$ cat src/verilog/tcdm_pkg.sv
/*
 * shared address map, widths and latency of the two-master TCDM
 * memory operation and arbitration owner enums
 */
`default_nettype none

package tcdm_pkg;

  // line and port widths
  localparam int unsigned DMA_DATA_W    = 128;             // one full superbank line
  localparam int unsigned DMA_BE_W      = DMA_DATA_W / 8;
  localparam int unsigned DMA_ADDR_W    = 32;              // byte address, dma and core
  localparam int unsigned CORE_DATA_W   = 32;
  localparam int unsigned CORE_BE_W     = CORE_DATA_W / 8;

  // address map: [3:0] byte in line, [5:4] superbank, [11:6] line, rest ignored
  localparam int unsigned NR_SUPERBANKS = 4;
  localparam int unsigned SB_W          = 2;               // log2 of NR_SUPERBANKS
  localparam int unsigned LINE_OFF_W    = 4;               // log2 of DMA_BE_W
  localparam int unsigned TCDM_ADDR_W   = 6;
  localparam int unsigned NR_LINES      = 2 ** TCDM_ADDR_W; // lines per superbank

  // core words inside a line, lane sits at the top of the line offset
  localparam int unsigned LANES         = DMA_DATA_W / CORE_DATA_W;
  localparam int unsigned LANE_W        = 2;

  // granting edge to valid read data
  localparam int unsigned MEM_LATENCY   = 2;

  // memory operation, replaces a raw write enable
  typedef enum logic {
    op_load  = 1'b0,
    op_store = 1'b1
  } mem_op_e;

  // who won the superbank this cycle
  typedef enum logic [1:0] {
    owner_none = 2'd0,
    owner_core = 2'd1,
    owner_dma  = 2'd2
  } owner_e;

endpackage : tcdm_pkg

`default_nettype wire
$ cat src/verilog/core_bank_router.sv
/*
 * core bank router: decodes superbank, line and lane of a 32-bit access,
 * places word and byte enables in the line, returns the delayed lane
 */
`timescale 1ns/1ps
`default_nettype none

module core_bank_router import tcdm_pkg::*; (
  input  logic                                        clk_i,
  input  logic                                        rst_i,

  // core master side
  input  logic                                        core_req_i,
  input  logic    [DMA_ADDR_W-1:0]                    core_addr_i,
  input  mem_op_e                                     core_op_i,
  input  logic    [CORE_DATA_W-1:0]                   core_wdata_i,
  input  logic    [CORE_BE_W-1:0]                     core_be_i,
  output logic                                        core_gnt_o,
  output logic    [CORE_DATA_W-1:0]                   core_rdata_o,

  // superbank side, always line wide
  output logic    [NR_SUPERBANKS-1:0]                 sb_req_o,
  output logic    [NR_SUPERBANKS-1:0][TCDM_ADDR_W-1:0] sb_line_o,
  output mem_op_e [NR_SUPERBANKS-1:0]                 sb_op_o,
  output logic    [NR_SUPERBANKS-1:0][DMA_DATA_W-1:0] sb_wdata_o,
  output logic    [NR_SUPERBANKS-1:0][DMA_BE_W-1:0]   sb_be_o,
  input  logic    [NR_SUPERBANKS-1:0]                 sb_gnt_i,
  input  logic    [NR_SUPERBANKS-1:0][DMA_DATA_W-1:0] sb_rdata_i
);

  logic [SB_W-1:0]        super_bank;
  logic [TCDM_ADDR_W-1:0] line_addr;
  logic [LANE_W-1:0]      lane;         // word within the line
  logic [DMA_BE_W-1:0]    lane_be;      // byte enables moved to the lane

  // superbank and lane history for the read return
  logic [MEM_LATENCY-1:0][SB_W-1:0]   sb_q;
  logic [MEM_LATENCY-1:0][LANE_W-1:0] lane_q;

  assign super_bank = core_addr_i[LINE_OFF_W +: SB_W];
  assign line_addr  = core_addr_i[LINE_OFF_W + SB_W +: TCDM_ADDR_W];
  assign lane       = core_addr_i[LINE_OFF_W-1 -: LANE_W];   // bits 3..2
  assign lane_be    = {{(DMA_BE_W-CORE_BE_W){1'b0}}, core_be_i} << (lane * CORE_BE_W);

  always_comb begin
    sb_req_o   = '0;
    sb_line_o  = '0;
    sb_op_o    = {NR_SUPERBANKS{op_load}};
    sb_wdata_o = '0;
    sb_be_o    = '0;

    sb_req_o[super_bank]   = core_req_i;
    sb_line_o[super_bank]  = line_addr;
    sb_op_o[super_bank]    = core_op_i;
    sb_wdata_o[super_bank] = {LANES{core_wdata_i}};  // word copied to every lane
    sb_be_o[super_bank]    = lane_be;                // only one lane written

    core_gnt_o   = sb_gnt_i[super_bank];
    // slice the returned line at the lane of that earlier request
    core_rdata_o = sb_rdata_i[sb_q[MEM_LATENCY-1]][lane_q[MEM_LATENCY-1]*CORE_DATA_W +: CORE_DATA_W];
  end

  always_ff @(posedge clk_i) begin
    if (rst_i) begin
      sb_q   <= '0;
      lane_q <= '0;
    end else begin
      sb_q[0]   <= super_bank;
      lane_q[0] <= lane;
      for (int i = 1; i < MEM_LATENCY; i++) begin
        sb_q[i]   <= sb_q[i-1];
        lane_q[i] <= lane_q[i-1];
      end
    end
  end

  // single superbank lane, and only while the core requests
  a_sb_req_onehot: assert property (@(posedge clk_i) disable iff (rst_i)
    $onehot0(sb_req_o) && ((|sb_req_o) == core_req_i));

endmodule : core_bank_router

`default_nettype wire

$ cat config.mk
export PLATFORM = sky130hd
export DESIGN_NAME = core_bank_router
export DESIGN_NICKNAME = d
export VERILOG_FILES = /design/src/verilog/tcdm_pkg.sv /design/src/verilog/core_bank_router.sv
export SDC_FILE = /design/constraint.sdc
export NUM_CORES = 1
export LEC_CHECK = 0
export BUFFER_PORTS_ARGS = -buffer_cell sky130_fd_sc_hd__buf_4
export CAP_MARGIN = 20
export CORE_AREA = 2 2 484 486
export CTS_CLUSTER_DIAMETER = 40
export DETAILED_ROUTE_END_ITERATION = 8
export DIE_AREA = 0 0 486 488
export PLACE_DENSITY = 0.3
export REMOVE_ABC_BUFFERS = 1
export SYNTH_ARGS = -nofsm -noshare
export SYNTH_HDL_FRONTEND = slang
export SYNTH_SLANG_ARGS = --single-unit
$ cat constraint.sdc
create_clock -name clk_i -period 4.4 [get_ports clk_i]
set_input_delay 0 -clock clk_i [delete_from_list [all_inputs] [get_ports clk_i]]
set_output_delay 0 -clock clk_i [all_outputs]
set_load 0.02 [all_outputs]
Word level (Yosys, flattened, before mapping)
Cells that the tools add are included. W data, S select, Z words.

Flip-flop bits (word level): 8. Word-level logic and storage cells: 27. Output and inout port bits: 641. Bits of input ports: 588.

Bitwise gates (word level): 5. Order comparisons: 3. Reduce and logical (&&, ||, !) cells: 1. Mux-type cells: 12. Shift-type cells: 2.

Operators with widths (count): $and A512 B512 Y512 (1); $bmux W128 S2 (1); $demux W128 S2 (1); $mux W128 (2); $shiftx A128 B8 Y32 (1); $and A64 B64 Y64 (1); $demux W16 S2 (1); $and A24 B24 Y24 (1); $mux W16 (1); $shl A4 B4 Y16 (1); $demux W6 S2 (1); $and A4 B4 Y4 (2); $lt A2 B3 Y1 const B (2); $mux W6 (1); $bmux W1 S2 (1); $demux W1 S2 (1); $ge A2 B1 Y1 const B (1); $mux W1 (2); $logic_and A1 B1 Y1 (1).

Longest topological paths before layout
Gate-level depths: netlist of the first run.

Word-level depth: 5. Gate-level depth with buffers: 5. Gate-level depth less buffers: 3.

Least setup slack after synthesis of the first run
Ideal clock, no wire load.

Kind: register to output. From: reg sb_q[2] (netlist name). To: out core_rdata_o[0]. Arrival: 1.593 ns. Cell stages (with the launch flop): 6. Slack: 2.807 ns. Buffers on the path: 2. Required time: 4.400 ns. Path through: dfxtp_1 > buf_2 > buf_2 > mux4_2 > a22oi_1 > nand2_1.

Word-level cells in the longest chain between the ends: 3.

RTL lines: start, declared (RTL line core_bank_router.sv:37) `logic [MEM_LATENCY-1:0][SB_W-1:0] sb_q;`; start signal, assigned by index (RTL line core_bank_router.sv:71) `sb_q[i] <= sb_q[i-1];`; $bmux W128 S2 (RTL line core_bank_router.sv:60) `core_rdata_o = sb_rdata_i[sb_q[MEM_LATENCY-1]][lane_q[MEM_LATENCY-1]*CORE_DATA_W +: CORE_DATA_W];`; $mux W128 (implied by the code) (RTL line core_bank_router.sv:60); $shiftx A128 B8 Y32 (RTL line core_bank_router.sv:60); end, declared (RTL line core_bank_router.sv:19) `output logic [CORE_DATA_W-1:0] core_rdata_o,`.

No other way between the ends. The select of a mux whose other input is x is not followed.

Worst setup path in the final report of the first run
From: reg sb_q[2] (netlist name). To: out core_rdata_o[17].

Same word-level chain as after synthesis.

==> impl_metrics.yaml, run 1 <==
drt:
  route.met3.wl_um: 14400
  wire_per_inst_um: 28.4
  firstDrtPassIters: 5
  wl_met2_um: 70000
  top_layer: "met5"
  wl_met1_um: 47800
  drt-initial-drc-count: 482
  vias_per_cell: 2.36
  ant_nets: 0
  drt-total-wl_um: 136000
  drc: 0
  vias: 11300
yosys:
  synthCells: 953
  ys_seq_area_frac: 0.0193
  yosysTopAreaCell: "buf_4"
  synth_top_area_frac: 0.355
  synth_area_leaders: "buf_4, mux4_2, and2_1"
  synth_cell_type_count: 17
  synth_warnings: 0
  synth_most_common_cell: "buf_4"
  synth_flop_cell: "dfxtp_1"
  ys_seq_elements: 8
  async_flop_share: 0
  synthesis.area_mm2: 0.00832
  synth_area_per_cell_um2: 8.73
  synth-edff-count: 0
  synth_common_cells: "buf_4, mux4_2, and2_1"
clock_tree:
  cts_hold_buf: 1
  post_cts_buffers: 0
  cts_root_buffer: "clkbuf_16"
  clk_path_buf_depth: 2
  tritoncts: "yes"
  htree_levels: 1
  cts_buffers: 3
  clock-sinks: 8
  path_clk_slew_ns: 0.04
  cts-resized-gates: 0
  insertion_delay_ns: 0.23
cells_and_area:
  area_delta_synth_final_pct: 120
  nets: 2313
  drive_above_1_share: 0.793
  fin_cells: 4786
  fin_area_mm2: 0.0183
pwr:
  peakVddDrop_mv: 0.0924
  p_per_area_mw_per_mm2: 113
  p_leak_nw: 7.96
worst_setup_path:
  crit_path_end_kind: "output port"
  cp.required_ns: 4.40
  worstSetupPathType: "reg -> out"
  crit_path_start_kind: "flop"
  critPathMaxFanout: 34
  worstPathArrival_ns: 2.80
timing:
  slew_headroom: 0.215
  finalHoldViolations: 0
  fin_worst_skew_ns: 0.000139
  final-max-slew-violation-count: 0
  finalSetupViolCount: 0
  rsz0062_at_grt: "no"
  worstMarginPinSlew_ns: 1.18
  fin_crit_sh: 0.635
  fin_hold_ws_ns: 0.0961
  max_freq_ghz: 0.358
  fin_crit_ns: 2.80
die:
  die-area_mm2: 0.237
  rows: 177
  die_w_um: 486
  start_util: 0.0359
  fp.dieH_um: 488
  core_mm2: 0.232
  io_pins: 1229
hold_path:
  hold_class: "in -> reg"
placement:
  gp_congestion: 0.783
  numPortBuffers: 1206
  place_area_mm2: 0.0182
  placedCellCount: 4762
  dp_hpwl_um: 125000
grt:
  grt_usage: 0.108
  grt_max_degree: 60
  grt_pass1_wl_um: 159000
  grt-ovfl-total: 0
  antenna_found_initial: 136
  grt_pass1_vias: 11300
run_status:
  outcome: "complete, no violations"
run:
  cap_violations: 0
## flip-flops by register name, summed over array words and instances, names as in the netlist
register and cells:
lane_q 4, sb_q 4
## metal layers
| metal | up-vias | GRT usage |
|---|---|---|
| li1 | 4551 | - |
| met3 | 238 | 0.0476 |
| met4 | 100 | 0.0171 |
| met2 | 959 | 0.202 |
| met5 | - | 0 |
| met1 | 5440 | 0.112 |
## logic make-up after synthesis
logic type,Yosys count,share of synthesized area
flops,8,0.0193
compound gates,64,0.0578
mux,129,0.349
simple gates,294,0.188
buf+inv,458,0.385
## report_power, final
part / internal [mW] / switching [mW] / total [mW]
Clock: 0.121 / 0.0365 / 0.157
Sequential: 0.0757 / 0.0111 / 0.0868
Combinational: 0.842 / 0.992 / 1.83
## layout by cell type (no fill, tap or decap)
cell / instances
clkbuf_1: 1
or2_2: 1
nand3_1: 4
nor2_4: 2
nand2_1: 42
diode_2: 19
a22oi_1: 64
and3_1: 40
clkbuf_16: 3
nand3b_1: 2
nor2b_1: 10
nor2_1: 65
or3b_2: 1
nor2b_4: 4
nand2b_1: 2
and2_4: 1
and2_1: 120
buf_12: 3
dfxtp_4: 2
mux4_2: 129
buf_4: 1221
dfxtp_1: 6
dlygate4sd3_1: 1
## worst max-delay path, cell delays in order (launching register included)
cell and delay [ns]:
dfxtp_4 0.49, buf_4 0.64, mux4_2 0.60, a22oi_1 0.43, nand2_1 0.12, buf_4 0.18
## final timing paths
| check | startpoint | end | slack (ns) | cells after the start |
|---|---|---|---|---|
| hold reg to reg | sb_q[1] | sb_q[3] | 0.43 | 1 |
| setup / recovery | sb_q[2] | core_rdata_o[17] | 1.60 | 5 |
| setup reg to reg | sb_q[0] | sb_q[2] | 3.89 | 1 |
| hold / removal | core_addr_i[3] | lane_q[1] | 0.1 | 2 |
## stage by stage
stage	power [mW]	util	setup WS (ns)	TNS [ns]
floorplan	0.796	-	-1.90	-60.90
global placement	1.97	0.0784	1.72	0
detailed placement	1.97	0.0785	1.77	0
CTS	2.13	0.0789	1.52	0
global route	2.18	0.0789	1.47	0
finish	2.08	0.0791	1.60	0
## layout make-up
cell class,count,area (um2)
antenna,19,47.5
sequential,8,168
fill,27200,214000
timing repair buffer,1225,9240
tap,3043,3810
multi-input combinational,487,5000
clock buffer,4,78.8
No activity file was read; power rests on OpenSTA's default activity.
==> run 2, diff against run 1 <==
--- a/config.mk
+++ b/config.mk
@@ -7,10 +7,10 @@
 export LEC_CHECK = 0
 export BUFFER_PORTS_ARGS = -buffer_cell sky130_fd_sc_hd__buf_4
 export CAP_MARGIN = 20
-export CORE_AREA = 2 2 484 486
+export CORE_AREA = 2 2 474 476
 export CTS_CLUSTER_DIAMETER = 40
 export DETAILED_ROUTE_END_ITERATION = 8
-export DIE_AREA = 0 0 486 488
+export DIE_AREA = 0 0 476 478
 export PLACE_DENSITY = 0.3
 export REMOVE_ABC_BUFFERS = 1
 export SYNTH_ARGS = -nofsm -noshare
==> constraint.sdc (replaced) <==
create_clock -name clk_i -period 2.42 [get_ports clk_i]
set_input_delay 0 -clock clk_i [delete_from_list [all_inputs] [get_ports clk_i]]
set_output_delay 0 -clock clk_i [all_outputs]
set_load 0.02 [all_outputs]
==> run 2 against run 1 <==
  * Worst hold slack improved by 0.0014 ns
  * Non-clock buffer count rose by 49
  * Largest power group unchanged
  * Routed wire length rose by 6.0%
  * Clock skew rose by 0.0045 ns
==> impl_metrics.yaml, run 2 (synthesized netlist as in run 1, its figures left out) <==
run_status:
  outcome: "complete, no violations"
placement:
  numPortBuffers: 1206
  placedCellCount: 4760
  dp_hpwl_um: 133000
  gp_congestion: 0.813
  place_area_mm2: 0.0187
timing:
  rsz0062_at_grt: "no"
  finalSetupViolCount: 0
  fin_crit_ns: 2.31
  slew_headroom: 0.317
  timing.setup.tns_ns: 0
  finalHoldViolations: 0
  fin_worst_skew_ns: 0.00468
  max_freq_ghz: 0.433
  fin_hold_ws_ns: 0.0974
  worstMarginPinSlew_ns: 1.02
  final-max-slew-violation-count: 0
  fin_crit_sh: 0.953
clock_tree:
  path_clk_slew_ns: 0.04
  tritoncts: "yes"
  cts_buffers: 3
  clock-sinks: 8
  htree_levels: 1
  clk_path_buf_depth: 2
  insertion_delay_ns: 0.23
  post_cts_buffers: 0
  cts_root_buffer: "clkbuf_16"
drt:
  drt-initial-drc-count: 537
  drc: 0
  firstDrtPassIters: 5
  ant_nets: 0
  drt-total-wl_um: 144000
  vias_per_cell: 2.46
  wire_per_inst_um: 30.1
  vias: 11800
pwr:
  p_leak_nw: 8.26
  p_per_area_mw_per_mm2: 206
  peakVddDrop_mv: 0.237
cells_and_area:
  final_cell_mix: "buf_4, mux4_2, and2_1, nor2_1, a22oi_1"
  fin_cells: 4792
  area_delta_synth_final_pct: 126
  layout_commonest_cell: "buf_4"
  fin_area_mm2: 0.0188
  fin_util: 0.0844
  largestRegisters: "lane_q x4, sb_q x4"
  drive_above_1_share: 0.799
  nets: 2362
die:
  die_w_um: 476
  fp.dieH_um: 478
  start_util: 0.0373
  die-area_mm2: 0.228
  io_pins: 1229
  rows: 174
  core_mm2: 0.223
worst_setup_path:
  worstPathArrival_ns: 2.31
  worstSetupPathType: "reg -> out"
  crit_path_end_kind: "output port"
  cp.required_ns: 2.42
  crit_path_start_kind: "flop"
  critPathMaxFanout: 24
grt:
  antenna_found_initial: 159
  grt_pass1_vias: 11700
  grt_usage: 0.119
  grt_max_degree: 56
  grt-ovfl-total: 0
  grt_pass1_wl_um: 166000
run:
  cap_violations: 0
hold_path:
  hold_class: "in -> reg"
==> run 2: changes by cell type in the layout (fill, tap and decap cells not counted), sizes merged <==
cell,delta
buf,+49
diode,+8
==> run 2: metrics by stage <==
stage               power [mW]  setup WS, ns
global placement          3.69         0.280
global route              4.07      0.000470
finish                    3.88         0.113
CTS                       3.98        0.0280
floorplan                 1.45         -3.88
detailed placement        3.69         0.277
==> run 2: worst paths after layout <==
| path | startpoint | to | slack [ns] | depth (start not counted) |
|---|---|---|---|---|
| max | sb_q[2] | core_rdata_o[7] | 0.11 | 6 |
| min | core_addr_i[2] | lane_q[0] | 0.1 | 2 |
| max reg2reg | sb_q[1] | sb_q[3] | 1.92 | 1 |
| min reg2reg | sb_q[0] | sb_q[2] | 0.42 | 1 |
==> run 2: area by class of cell <==
cell class              count  area, um2
repair buffers           1274       9770
multi-input cells         487       5000
well taps                2992       3740
flip-flops and latches      8        168
clock buffers               4       78.8
diodes                     27       67.6
fillers                 26100     204000
==> run 2: worst max-delay path: stages (launching register included) <==
cell and delay, ns:
dfxtp_4 0.44, buf_12 0.23, buf_4 0.21, mux4_2 0.51, a22oi_1 0.26, nand2_1 0.18
buf_4 0.20
==> run 2: layer usage <==
layer  up-vias  wire [um]  global-route usage
met5         -        796                   0
met4       122       3500              0.0203
met3       269      17200              0.0576
met2       989      69800               0.209
met1      5741      52800               0.130
li1       4662          -                   -
==> run 2: what timing repair did <==
item                                    CTS  global route
endpoints found under the setup margin    0             1
resized for setup                         0             1
hold buffers                              1             0
endpoints found under the hold margin     1             0
==> run 2: power by group <==
part           total (mW)  leakage (nW)  internal [mW]  switching [mW]
combinational        3.45          8.16           1.60            1.85
clock               0.281        0.0383          0.219          0.0616
sequential          0.148        0.0676          0.138          0.0107
