[config.mk]
export PLATFORM = sky130hd
export DESIGN_NAME = dma_addr_decoder
export DESIGN_NICKNAME = d
export VERILOG_FILES = /design/src/verilog/tcdm_pkg.sv /design/src/verilog/dma_addr_decoder.sv
export SDC_FILE = /design/constraint.sdc
export NUM_CORES = 1
export LEC_CHECK = 0
export ABC_AREA = 0
export BUFFER_PORTS_ARGS = -buffer_cell sky130_fd_sc_hd__buf_2
export CELL_PAD_IN_SITES_DETAIL_PLACEMENT = 0
export CELL_PAD_IN_SITES_GLOBAL_PLACEMENT = 1
export CORE_AREA = 3 3 554 556
export CTS_CLUSTER_SIZE = 8
export DETAILED_ROUTE_END_ITERATION = 12
export DIE_AREA = 0 0 557 559
export PLACE_DENSITY_LB_ADDON = 0.1
export SYNTH_ARGS = -nofsm -noshare
export SYNTH_HDL_FRONTEND = slang
export SYNTH_SLANG_ARGS = --single-unit
[constraint.sdc]
create_clock -name clk_i -period 4.5 [get_ports clk_i]
set_clock_uncertainty 0.15 [all_clocks]
set_input_delay 0.9 -clock clk_i [delete_from_list [all_inputs] [get_ports clk_i]]
set_output_delay 0.9 -clock clk_i [all_outputs]
set_load 0.01 [all_outputs]
[src/verilog/tcdm_pkg.sv]
/*
 * shared address map, widths and latency of the two-master TCDM
 * memory operation and arbitration owner enums
 */
`default_nettype none

package tcdm_pkg;

  // line and port widths
  localparam int unsigned DMA_DATA_W    = 128;             // one full superbank line
  localparam int unsigned DMA_BE_W      = DMA_DATA_W / 8;
  localparam int unsigned DMA_ADDR_W    = 32;              // byte address, dma and core
  localparam int unsigned CORE_DATA_W   = 32;
  localparam int unsigned CORE_BE_W     = CORE_DATA_W / 8;

  // address map: [3:0] byte in line, [5:4] superbank, [11:6] line, rest ignored
  localparam int unsigned NR_SUPERBANKS = 4;
  localparam int unsigned SB_W          = 2;               // log2 of NR_SUPERBANKS
  localparam int unsigned LINE_OFF_W    = 4;               // log2 of DMA_BE_W
  localparam int unsigned TCDM_ADDR_W   = 6;
  localparam int unsigned NR_LINES      = 2 ** TCDM_ADDR_W; // lines per superbank

  // core words inside a line, lane sits at the top of the line offset
  localparam int unsigned LANES         = DMA_DATA_W / CORE_DATA_W;
  localparam int unsigned LANE_W        = 2;

  // granting edge to valid read data
  localparam int unsigned MEM_LATENCY   = 2;

  // memory operation, replaces a raw write enable
  typedef enum logic {
    op_load  = 1'b0,
    op_store = 1'b1
  } mem_op_e;

  // who won the superbank this cycle
  typedef enum logic [1:0] {
    owner_none = 2'd0,
    owner_core = 2'd1,
    owner_dma  = 2'd2
  } owner_e;

endpackage : tcdm_pkg

`default_nettype wire
[src/verilog/dma_addr_decoder.sv]
/*
 * dma address decoder: steers one wide request to a single superbank,
 * returns the grant combinationally and picks the delayed read line
 */
`timescale 1ns/1ps
`default_nettype none

module dma_addr_decoder import tcdm_pkg::*; (
  input  logic                                        clk_i,
  input  logic                                        rst_i,

  // dma master side
  input  logic                                        dma_req_i,
  input  logic    [DMA_ADDR_W-1:0]                    dma_addr_i,  // byte address
  input  mem_op_e                                     dma_op_i,
  input  logic    [DMA_DATA_W-1:0]                    dma_wdata_i,
  input  logic    [DMA_BE_W-1:0]                      dma_be_i,
  output logic                                        dma_gnt_o,
  output logic    [DMA_DATA_W-1:0]                    dma_rdata_o,

  // superbank side, one lane per superbank
  output logic    [NR_SUPERBANKS-1:0]                 sb_req_o,
  output logic    [NR_SUPERBANKS-1:0][TCDM_ADDR_W-1:0] sb_line_o,
  output mem_op_e [NR_SUPERBANKS-1:0]                 sb_op_o,
  output logic    [NR_SUPERBANKS-1:0][DMA_DATA_W-1:0] sb_wdata_o,
  output logic    [NR_SUPERBANKS-1:0][DMA_BE_W-1:0]   sb_be_o,
  input  logic    [NR_SUPERBANKS-1:0]                 sb_gnt_i,
  input  logic    [NR_SUPERBANKS-1:0][DMA_DATA_W-1:0] sb_rdata_i
);

  logic [SB_W-1:0]        super_bank;   // addressed superbank
  logic [TCDM_ADDR_W-1:0] line_addr;    // line inside it

  // superbank index per cycle, oldest entry routes rdata
  logic [MEM_LATENCY-1:0][SB_W-1:0] sb_q;

  // address split, upper bits dropped
  assign super_bank = dma_addr_i[LINE_OFF_W +: SB_W];
  assign line_addr  = dma_addr_i[LINE_OFF_W + SB_W +: TCDM_ADDR_W];

  always_comb begin
    // idle lanes stay zero
    sb_req_o   = '0;
    sb_line_o  = '0;
    sb_op_o    = {NR_SUPERBANKS{op_load}};
    sb_wdata_o = '0;
    sb_be_o    = '0;

    // forward mux to the addressed superbank
    sb_req_o[super_bank]   = dma_req_i;
    sb_line_o[super_bank]  = line_addr;
    sb_op_o[super_bank]    = dma_op_i;
    sb_wdata_o[super_bank] = dma_wdata_i;
    sb_be_o[super_bank]    = dma_be_i;

    dma_gnt_o   = sb_gnt_i[super_bank];              // same cycle grant
    dma_rdata_o = sb_rdata_i[sb_q[MEM_LATENCY-1]];   // line from MEM_LATENCY edges back
  end

  // index chain shifts every cycle, matches the superbank read pipe
  always_ff @(posedge clk_i) begin
    if (rst_i) begin
      sb_q <= '0;
    end else begin
      sb_q[0] <= super_bank;
      for (int i = 1; i < MEM_LATENCY; i++) begin
        sb_q[i] <= sb_q[i-1];
      end
    end
  end

  // never more than one superbank addressed
  a_sb_req_onehot: assert property (@(posedge clk_i) disable iff (rst_i)
    $onehot0(sb_req_o));

  // a stalled dma request keeps its payload until granted
  a_req_stable: assert property (@(posedge clk_i) disable iff (rst_i)
    dma_req_i && !dma_gnt_o |=> dma_req_i && $stable(dma_addr_i) && $stable(dma_op_i)
      && $stable(dma_wdata_i) && $stable(dma_be_i));

endmodule : dma_addr_decoder

`default_nettype wire

After elaboration in Yosys (flattened, before gate mapping)
Cells that the tools add are included.
{"block": "totals", "ff_bits": 4, "input_bits": 696, "out_inout_bits": 737, "elab_cells": 23}
{"block": "classes", "magnitude_cmp": 3, "n_mux": 12, "bitwise": 5, "reduce_logical": 1}
{"op": "$and 512x512->512", "n": 1}
{"op": "$bmux 128 s2", "n": 1}
{"op": "$demux 128 s2", "n": 1}
{"op": "$mux 128", "n": 2}
{"op": "$and 64x64->64", "n": 1}
{"op": "$demux 16 s2", "n": 1}
{"op": "$and 24x24->24", "n": 1}
{"op": "$mux 16", "n": 1}
{"op": "$demux 6 s2", "n": 1}
{"op": "$and 4x4->4", "n": 2}
{"op": "$lt 2x3->1 const B", "n": 2}
{"op": "$mux 6", "n": 1}
{"op": "$bmux 1 s2", "n": 1}
{"op": "$demux 1 s2", "n": 1}
{"op": "$ge 2x1->1 const B", "n": 1}
{"op": "$mux 1", "n": 2}
{"op": "$logic_and 1x1->1", "n": 1}

Longest topological paths before layout
Gate-level depths: netlist of run 1.
{"block": "depth", "depth_word": 5, "mapped_depth": 5, "ltp_nobuf": 1}

Least setup slack after synthesis of run 1
Ideal clock, no wire load.
{"block": "synth_path", "path_kind": "input -> output", "start": "input port dma_addr_i[4]", "end": "output port sb_be_o[0] (netlist bit)", "t_arrival_ps": 1841, "required_ps": 3450, "path_slack_ps": 1609, "path_stages": 5, "n_path_buf": 4, "cell_sequence": "buf_2 buf_2 buf_4 buf_4 nor3b_1"}
{"element": "from (decl)", "line_no": "dma_addr_decoder.sv:14", "rtl": "input logic [DMA_ADDR_W-1:0] dma_addr_i,"}
{"element": "to (decl)", "line_no": "dma_addr_decoder.sv:26", "rtl": "output logic [NR_SUPERBANKS-1:0][DMA_BE_W-1:0] sb_be_o,"}

==> results of run 1 <==
==> worst max-delay path by stage <==
stage                             start              end  slack (ps)  cells past startpoint
after floorplan           dma_addr_i[4]       sb_be_o[0]        1610                      5
after global placement    dma_addr_i[5]  sb_wdata_o[138]         960                      5
after detailed placement  dma_addr_i[5]  sb_wdata_o[304]         970                      5
after CTS                 dma_addr_i[5]  sb_wdata_o[304]         970                      5
after global routing      dma_addr_i[5]  sb_wdata_o[138]         860                      5
final                     dma_addr_i[5]  sb_wdata_o[304]        1030                      5
==> power by group <==
part	leakage, nW	switching [mW]	total, mW	internal [mW]
registers	0.0345	0.0108	0.0476	0.0368
clock network	0.0385	0.0250	0.142	0.117
logic	10.5	1.09	1.85	0.762
total	10.6	1.13	2.04	0.915
==> cells by family (layout without fill, tap and decap cells) <==
logic type	Yosys count	in the layout	share of synthesized area (%)
other	0	53	0
multiplexers	129	129	33.55
flip-flops	4	4	0.9249
AND/OR/NAND/NOR	612	612	55.20
buffers and inverters	164	1467	10.32
==> cells in the final DEF, fill, tap and decap left out <==
master / n
clkbuf_16: 3
buf_12: 20
diode_2: 53
and3_1: 152
buf_4: 35
clkbuf_1: 1
buf_8: 2
buf_2: 1406
nor2b_1: 4
dfxtp_1: 2
dfxtp_4: 2
and3b_1: 304
mux4_2: 129
nor3b_1: 152
==> cells in the mapped netlist <==
library cell,count
and3b_1,304
and3_1,152
nor3b_1,152
mux4_2,129
clkbuf_1,105
buf_2,23
buf_12,10
buf_1,8
buf_4,8
buf_6,7
dfxtp_1,4
nor2b_1,4
clkbuf_2,3
==> layer usage <==
layer / vias to the layer above / wire length (um) / global-route usage (%)
met4: 40 / 3678 / 1.585
met3: 206 / 16160 / 3.561
li1: 6259 / - / -
met2: 1096 / 79170 / 17.45
met1: 7013 / 53190 / 9.496
met5: - / 283 / 0
==> per-stage QoR <==
step	worst slack (ps)	total power, mW	util, %
6_report	1035	2.041	6.839
2_1_floorplan	1609	0.7597	-
4_1_cts	970.7	2.130	6.795
5_1_grt	860.1	2.201	6.821
3_3_place_gp	961.9	2.002	6.769
3_5_place_dp	974.6	1.979	6.769
==> cell type report <==
type | count | area (um2)
antenna | 53 | 132.6
tap | 3978 | 4977
clock buffer | 4 | 78.83
timing repair buffer | 1463 | 7730
sequential | 4 | 87.58
fill | 35930 | 281800
multi-input combinational | 741 | 7685
==> run_results.csv, run 1 <==
group,metric,value,unit
run_status,outcome,"finished clean",
synth,yosys.area.top_type,"mux4_2",
critical_path,r2r_end,"sb_q[3]",
power,p_leak,10.62,nW
finish,instances_no_fill,6243,
timing,fmax,0.2886,GHz
synth,seq_area_frac_synth,0.9249,%
timing,fin_crit_sh,77.01,%
finish,drive_gt1_share,72.20,%
critical_path,crit_path_frequent_cell,"buf_12",
global_routing,grt_use_total,9.184,%
synth,synthTopCellsByArea,"mux4_2 34%, and3b_1 31%, nor3b_1 13%",
critical_path,r2r_slack,3860,ps
power,power-per-cell-area,98.62,mW/mm2
critical_path,start_kind,"input pin",
critical_path,slowest_delay,410,ps
synth,postSynthCellCount,909,
worst_hold_path,hp-class,"flop to flop",
clock_network,cts_root_buf,"clkbuf_16",
synth,yosys_register_bits,4,
timing,timing.setup.tns,0,ps
critical_path,slowest_stage,"buf_8",
route,avgViaCountPerCell,2.341,
critical_path,crit_required,3450,ps
synth,syn_area,0.008658,mm2
clock_network,cts_resized,0,
finish,largest_register_ffs,4,
power,ir_drop,0.08685,mV
global_routing,grt_overflow,0,
synth,synth_fp_nets,1605,
route,routedWlPerCell,24.42,um
timing,rsz0062_at_grt,"false",
route,drt-initial-drc-count,615,
global_routing,grt_start_max_net_pins,82,
global_routing,grt_pass1_vias,14990,
critical_path,cpLargestDelayFamily,"buffers and inverters",
timing,final.hold.worst_slack,270.4,ps
critical_path,cp_cell_sequence,"buf_8 > buf_12 > buf_12 > and3b_1 > buf_2",
global_routing,antenna_found_initial,149,
floorplan,die_y,559,um
run,max-cap-violations,0,
route,wl,152.5,mm
synth,synth_cell_types,13,
critical_path,critPathBufInv,4,
finish,stdcell_area,0.02069,mm2
finish,regMostFlops,"sb_q",
floorplan,placeableCoreArea,0.3025,mm2
placed_design,port_buffers,1408,
synth,netlist.area_leader.share,33.55,%
global_routing,grt_pass1_wl,185.3,mm
floorplan,die-width,557,um
clock_network,ctsHoldBuffers,0,
placed_design,dpl_cell_area,0.02048,mm2
critical_path,rr_worst_depth,1,
placed_design,post-place-cells,6186,
clock_network,cts_tree,"done",
timing,slew_violations,0,
clock_network,cts.sinks,4,
synth,syn_area_per_cell,9.525,um2
timing,slew_headroom,48.06,%
critical_path,crit_type,"input pin to primary output",
floorplan,start_util,2.862,%
clock_network,post_cts_buffers,0,
synth,yosys_warnings,0,
worst_hold_path,holdPathStages,1,
floorplan,pin_count,1433,
clock_network,insertion_delay,230,ps
route,drtAntennaViolNets,0,
worst_hold_path,worstHoldStart,"sb_q[0]",
placed_design,dp_hpwl,139.5,mm
critical_path,timing.rr.start,"sb_q[1]",
placed_design,gp_congestion,0.8058,
worst_hold_path,hold_end,"sb_q[2]",
finish,syn2layout_area_growth,139.0,%
critical_path,cp_max_fo,69,
timing,period_minus_slack,3465,ps
timing,hold_violations,0,
timing,setup_viol,0,
route,route.detailed.drc,0,
route,vias,14610,
clock_network,clk_pin_slew,30,ps
clock_network,cts_buffers,3,
clock_network,htree_levels,1,
finish,reg_top3,"sb_q x4",
timing,tightest_slew,779.0,ps
critical_path,critical_path_arrival,2420,ps
critical_path,end_kind,"primary output",
route,dr.pass1.iters,4,
floorplan,die-area,0.3114,mm2
finish,nets,2909,
clock_network,clockBufferDepth,2,
floorplan,num_rows,202,
Power figures use the tool's default switching activity.
==> run 2: changes to the inputs <==
--- a/config.mk
+++ b/config.mk
@@ -5,14 +5,14 @@
 export SDC_FILE = /design/constraint.sdc
 export NUM_CORES = 1
 export LEC_CHECK = 0
-export ABC_AREA = 0
+export ABC_AREA = 1
 export BUFFER_PORTS_ARGS = -buffer_cell sky130_fd_sc_hd__buf_2
 export CELL_PAD_IN_SITES_DETAIL_PLACEMENT = 0
 export CELL_PAD_IN_SITES_GLOBAL_PLACEMENT = 1
-export CORE_AREA = 3 3 554 556
+export CORE_AREA = 3 3 559 561
 export CTS_CLUSTER_SIZE = 8
 export DETAILED_ROUTE_END_ITERATION = 12
-export DIE_AREA = 0 0 557 559
+export DIE_AREA = 0 0 562 564
 export PLACE_DENSITY_LB_ADDON = 0.1
 export SYNTH_ARGS = -nofsm -noshare
 export SYNTH_HDL_FRONTEND = slang
==> constraint.sdc (replaced) <==
create_clock -name clk_i -period 3.2 [get_ports clk_i]
set_clock_uncertainty 0.15 [all_clocks]
set_input_delay 0.64 -clock clk_i [delete_from_list [all_inputs] [get_ports clk_i]]
set_output_delay 0.64 -clock clk_i [all_outputs]
set_load 0.01 [all_outputs]
==> run 2 against run 1 <==
Compared with the run above: area after synthesis increased by 7.9%; sequential power increased by 21%; cell count increased by 26%; hold slack got worse by 31 ps.
==> run_results.csv, run 2 <==
group,metric,value,unit
timing,tightest_slew,607.4,ps
placed_design,gp_congestion,0.7827,
synth,yosys_register_bits,4,
timing,setup_viol,0,
floorplan,start_util,3.029,%
synth,netlist.area_leader.share,26.93,%
critical_path,crit_type,"input pin to primary output",
run,max-cap-violations,0,
finish,drive_gt1_share,40.72,%
floorplan,die-area,0.3170,mm2
timing,fmax,0.3591,GHz
timing,rsz0062_at_grt,"false",
clock_network,cts_resized,0,
route,wl,146.4,mm
clock_network,clockBufferDepth,2,
synth,syn_area,0.009340,mm2
finish,multi_input_area,0.006060,mm2
global_routing,grt_pass1_wl,186.9,mm
route,routedWlPerCell,18.68,um
timing,slew_headroom,59.47,%
synth,synth_cell_types,9,
synth,yosys.area.top_type,"inv_1",
clock_network,post_cts_buffers,0,
clock_network,insertion_delay,220,ps
route,drt-initial-drc-count,664,
synth,synth_edf_count,0,
finish,syn2layout_area_growth,135.4,%
route,dr.pass1.iters,4,
critical_path,cp_cell_sequence,"buf_2 > nand2_4 > buf_12 > buf_4 > nor2_1 > buf_2",
clock_network,cts_buffers,3,
clock_network,clk_pin_slew,30,ps
finish,nets,4387,
placed_design,dp_hpwl,129.3,mm
critical_path,crit_required,2410,ps
timing,timing.setup.tns,0,ps
run_status,outcome,"finished clean",
synth,async_flop_share,0,%
floorplan,num_rows,204,
clock_network,ctsHoldBuffers,0,
timing,hold_violations,0,
finish,regArea,87.58,um2
synth,synth_fp_nets,3040,
route,avgViaCountPerCell,2.361,
global_routing,grt_pass1_vias,19410,
synth,synth_ff_type,"dfxtp_1",
finish,largest_register_ffs,4,
finish,nFillCells,37550,
floorplan,die-width,562,um
route,drtAntennaViolNets,0,
power,power-per-cell-area,131.3,mW/mm2
placed_design,port_buffers,1408,
clock_network,cts_tree,"done",
clock_network,cts.sinks,4,
global_routing,grt_start_max_net_pins,70,
synth,yosys_warnings,0,
critical_path,end_kind,"primary output",
finish,final_cell_mix,"1408 x buf_2, 668 x inv_1, 649 x nand2_1, 612 x nor2_1, 256 x nand3_1",
critical_path,start_kind,"input pin",
synth,synthTopCellsByArea,"inv_1 27%, nand2_1 26%, nor2_1 25%",
critical_path,crit_path_frequent_cell,"buf_2",
finish,regMostFlops,"sb_q",
timing,period_minus_slack,2785,ps
critical_path,slowest_delay,300,ps
finish,final_util,7.130,%
synth,synth_common_cells,"670 x inv_1, 653 x nand2_1, 612 x nor2_1",
power,p_leak,13.94,nW
synth,seq_area_frac_synth,0.8573,%
floorplan,die_y,564,um
critical_path,critical_path_arrival,1990,ps
clock_network,htree_levels,1,
route,route.detailed.drc,0,
timing,fin_crit_sh,87.02,%
synth,syn_area_per_cell,3.985,um2
floorplan,placeableCoreArea,0.3083,mm2
critical_path,slowest_stage,"nand2_4",
critical_path,cp_max_fo,31,
timing,slew_violations,0,
global_routing,grt_overflow,0,
synth,yosys.cell_count.top_type,"inv_1",
global_routing,grt_use_total,8.663,%
finish,final_common_cell,"buf_2",
global_routing,antenna_found_initial,103,
power,ir_drop,0.1194,mV
worst_hold_path,hp-class,"flop to flop",
finish,reg_top3,"sb_q x4",
floorplan,pin_count,1433,
synth,postSynthCellCount,2344,
clock_network,cts_root_buf,"clkbuf_16",
route,vias,18510,
[run 2: path summary, 6_finish.rpt]
check,depth (start not counted),from,slack [ps],endpoint
max,6,dma_addr_i[4],420,sb_be_o[51]
min,2,sb_q[1],240,sb_q[3]
max reg2reg,2,sb_q[0],2590,sb_q[2]
min reg2reg,2,sb_q[1],240,sb_q[3]
[run 2: critical path, delay by kind of cell]
kind,cells,cell delay [ps]
AND/OR/NAND/NOR,2,470
buffers and inverters,4,840
[run 2: area by class of cell]
class	count	area share, %
Antenna cell	29	0.3301
Inverter	670	11.50
Sequential cell	4	0.3984
Timing Repair Buffer	1491	36.42
Clock buffer	3	0.3415
Tap cell	4120	23.45
Multi-Input combinational cell	1521	27.56
[run 2: cell families (layout without fill, tap and decap cells)]
| logic type | after synthesis | in the layout | synth area share [%] |
|---|---|---|---|
| buf+inv | 819 | 2164 | 34.59 |
| flops | 4 | 4 | 0.8574 |
| other cells | 0 | 29 | 0 |
| simple gates | 1521 | 1521 | 64.55 |
[run 2: through the flow]
step	cells	setup WS (ps)	total power, mW	hold slack, ps	instance area, um2
after floorplan	2344	1047	1.128	238.3	9340
after global placement	7806	319.3	2.883	234.8	21840
after detailed placement	7806	305.3	2.846	237.7	21840
after CTS	7809	224.8	3.054	241.2	21910
after global routing	7810	206.2	3.222	268.4	21910
final	7838	415.2	2.886	239.1	21980
[run 2: power by group]
part           switching [mW]  internal (mW)
registers             0.00599         0.0517
clock network          0.0343          0.160
logic                    1.69          0.945
[run 2: layer usage]
layer | share of wire [%] | global-route usage, % | wire (um) | vias to the layer above
met5 | 0.32 | 0 | 471 | -
met4 | 1.0 | 0.8057 | 1507 | 72
met3 | 9.3 | 3.164 | 13630 | 157
met2 | 54 | 17.41 | 79760 | 906
met1 | 35 | 8.625 | 51040 | 8154
li1 | - | - | - | 9216
==> run 3: changes to the inputs <==
--- a/config.mk
+++ b/config.mk
@@ -6,13 +6,14 @@
 export NUM_CORES = 1
 export LEC_CHECK = 0
 export ABC_AREA = 1
-export BUFFER_PORTS_ARGS = -buffer_cell sky130_fd_sc_hd__buf_2
+export CAP_MARGIN = 40
 export CELL_PAD_IN_SITES_DETAIL_PLACEMENT = 0
-export CELL_PAD_IN_SITES_GLOBAL_PLACEMENT = 1
-export CORE_AREA = 3 3 559 561
+export CELL_PAD_IN_SITES_GLOBAL_PLACEMENT = 2
+export CORE_AREA = 3 3 551 553
 export CTS_CLUSTER_SIZE = 8
 export DETAILED_ROUTE_END_ITERATION = 12
-export DIE_AREA = 0 0 562 564
+export DIE_AREA = 0 0 554 556
+export DONT_BUFFER_PORTS = 1
 export PLACE_DENSITY_LB_ADDON = 0.1
 export SYNTH_ARGS = -nofsm -noshare
 export SYNTH_HDL_FRONTEND = slang
==> run 3 against run 2 <==
Compared with the run above: via count is 24% lower; wire length is 10% lower; clock power is 3% higher; cell count is 19% lower; sequential share of layout area is 0.18 points higher; combinational power is 28% lower; first-iteration DRC count is 8.4% lower; fmax is 1.1% lower; sequential power is 5.5% lower; utilization is 2.0 points lower; critical endpoint is now sb_wdata_o[188]; highest routed layer unchanged.
==> run_results.csv, run 3 (same netlist as run 2, synthesis figures left out) <==
group,metric,value,unit
clock_network,htree_levels,1,
placed_design,port_buffers,0,
timing,period_minus_slack,2817,ps
placed_design,dp_hpwl,118.0,mm
clock_network,cts.sinks,4,
power,p_comb_share,88.2,%
clock_network,cts_buffers,3,
critical_path,r2r_slack,2600,ps
power,p_leak,8.089,nW
timing,fmax,0.3550,GHz
floorplan,pin_count,1433,
floorplan,placeableCoreArea,0.2993,mm2
route,dr.pass1.iters,5,
clock_network,cts_root_buf,"clkbuf_16",
timing,tightest_slew,903.3,ps
finish,nFillCells,36260,
clock_network,post_cts_buffers,0,
clock_network,clk_pin_slew,30,ps
clock_network,cts_tree,"done",
worst_hold_path,hp-class,"flop to flop",
route,drt-initial-drc-count,608,
power,pwr-share-seq,2.5,%
placed_design,post-place-cells,6330,
critical_path,crit_required,2410,ps
route,routedWlPerCell,20.79,um
power,power_switching,1.513,mW
finish,instances_no_fill,6338,
route,route.detailed.drc,0,
timing,rsz0062_at_grt,"false",
power,p_sw_share,70.46,%
critical_path,crit_type,"input pin to primary output",
floorplan,die-area,0.3080,mm2
finish,final_common_cell,"inv_1",
timing,fin_crit_sh,88.03,%
global_routing,grt_overflow,0,
worst_hold_path,worstHoldStart,"sb_q[1]",
timing,hold_violations,0,
critical_path,r2r_end,"sb_q[2]",
global_routing,grt_pass1_vias,14670,
finish,drive_gt1_share,7.912,%
finish,nets,3073,
critical_path,cp_max_fo,36,
clock_network,ctsHoldBuffers,0,
finish,largest_register_ffs,4,
power,clockPowerShare,9.3,%
global_routing,grt_pass1_wl,162.8,mm
floorplan,die-width,554,um
power,internal_power,634.3,uW
worst_hold_path,hold_end,"sb_q[3]",
floorplan,die_y,556,um
critical_path,critical_path_arrival,2030,ps
placed_design,gp_congestion,0.7335,
worst_hold_path,holdPathStages,2,
critical_path,cpLargestDelayFamily,"buffers and inverters",
run_status,outcome,"finished clean",
finish,final_cell_mix,"668 x inv_1, 649 x nand2_1, 612 x nor2_1, 256 x nand3_1, 161 x buf_4",
run,max-cap-violations,0,
global_routing,grt_use_total,7.928,%
critical_path,slowest_delay,310,ps
route,wl,131.8,mm
timing,final.hold.worst_slack,233.0,ps
clock_network,clockBufferDepth,2,
critical_path,rr_worst_depth,2,
critical_path,cp_cell_sequence,"inv_1 > nand2_4 > buf_4 > nor2_1 > buf_4 > buf_4",
timing,setup_viol,0,
finish,syn2layout_area_growth,63.21,%
floorplan,num_rows,201,
critical_path,critPathBufInv,4,
route,avgViaCountPerCell,2.226,
route,vias,14110,
floorplan,start_util,3.121,%
critical_path,timing.rr.start,"sb_q[0]",
power,ir_drop,0.1578,mV
critical_path,start_kind,"input pin",
global_routing,grt_start_max_net_pins,82,
critical_path,crit_path_frequent_cell,"buf_4",
finish,reg_top3,"sb_q x4",
finish,regMostFlops,"sb_q",
power,power-per-cell-area,140.9,mW/mm2
critical_path,slowest_stage,"nand2_4",
clock_network,cts_resized,0,
route,drtAntennaViolNets,0,
critical_path,end_kind,"primary output",
timing,timing.setup.tns,0,ps
timing,slew_violations,0,
clock_network,insertion_delay,220,ps
global_routing,antenna_found_initial,21,
timing,slew_headroom,39.78,%
[run 3: cell count changes in the layout (fill, tap and decap cells not counted), sizes merged]
cell	delta
diode	-25
clkbuf	+1
buf	-1314
[run 3: area by class of cell]
cell class / instances / area (um2) / area share (%)
Antenna cell: 4 / 10.01 / 0.06566
Inverter: 670 / 2527 / 16.58
Sequential cell: 4 / 87.58 / 0.5745
Timing Repair Buffer: 177 / 1529 / 10.03
Multi-Input combinational cell: 1521 / 6060 / 39.75
Tap cell: 3958 / 4952 / 32.49
Clock buffer: 4 / 78.83 / 0.5171
[run 3: worst reg2reg max path: cells and delay by family (launching register included)]
| kind | cells | cell delay [ps] |
|---|---|---|
| buffers and inverters | 1 | 40 |
| and+or+nand+nor | 1 | 30 |
| DFF | 1 | 290 |
[run 3: worst max-delay path by stage]
stage | start | to | depth (start not counted)
after CTS | dma_addr_i[5] | sb_wdata_o[188] | 6
after floorplan | dma_addr_i[4] | sb_be_o[32] | 5
final | dma_addr_i[5] | sb_wdata_o[188] | 6
after detailed placement | dma_addr_i[5] | sb_wdata_o[188] | 6
after global routing | dma_addr_i[5] | sb_wdata_o[188] | 6
after global placement | dma_addr_i[5] | sb_wdata_o[188] | 6
[run 3: per-stage QoR]
| step | power [mW] | instance area [um2] | setup slack [ps] | utilization, % |
|---|---|---|---|---|
| after detailed placement | 2.080 | 15160 | 275.1 | 5.064 |
| after floorplan | 1.128 | 9340 | 1047 | - |
| after global placement | 2.109 | 15160 | 256.1 | 5.064 |
| final | 2.148 | 15240 | 382.9 | 5.094 |
| after global routing | 2.363 | 15240 | 280.2 | 5.092 |
| after CTS | 2.290 | 15230 | 271.7 | 5.091 |
[run 3: power groups by stage]
stage	registers, mW	logic [mW]	clock network, mW
6_report	0.0545	1.89	0.199
5_1_grt	0.0550	2.10	0.210
4_1_cts	0.0549	2.03	0.204
3_5_place_dp	0.0556	2.02	0
3_3_place_gp	0.0554	2.05	0
2_1_floorplan	0.0538	1.07	0
[run 3: layer usage]
metal  global-route usage, %  wire length [um]  part of all wire [%]
met1                   8.037             47300                    36
met2                   16.20             73540                    56
met3                   2.112              8899                   6.8
met4                   1.052              1900                   1.4
met5                       0               141                  0.11
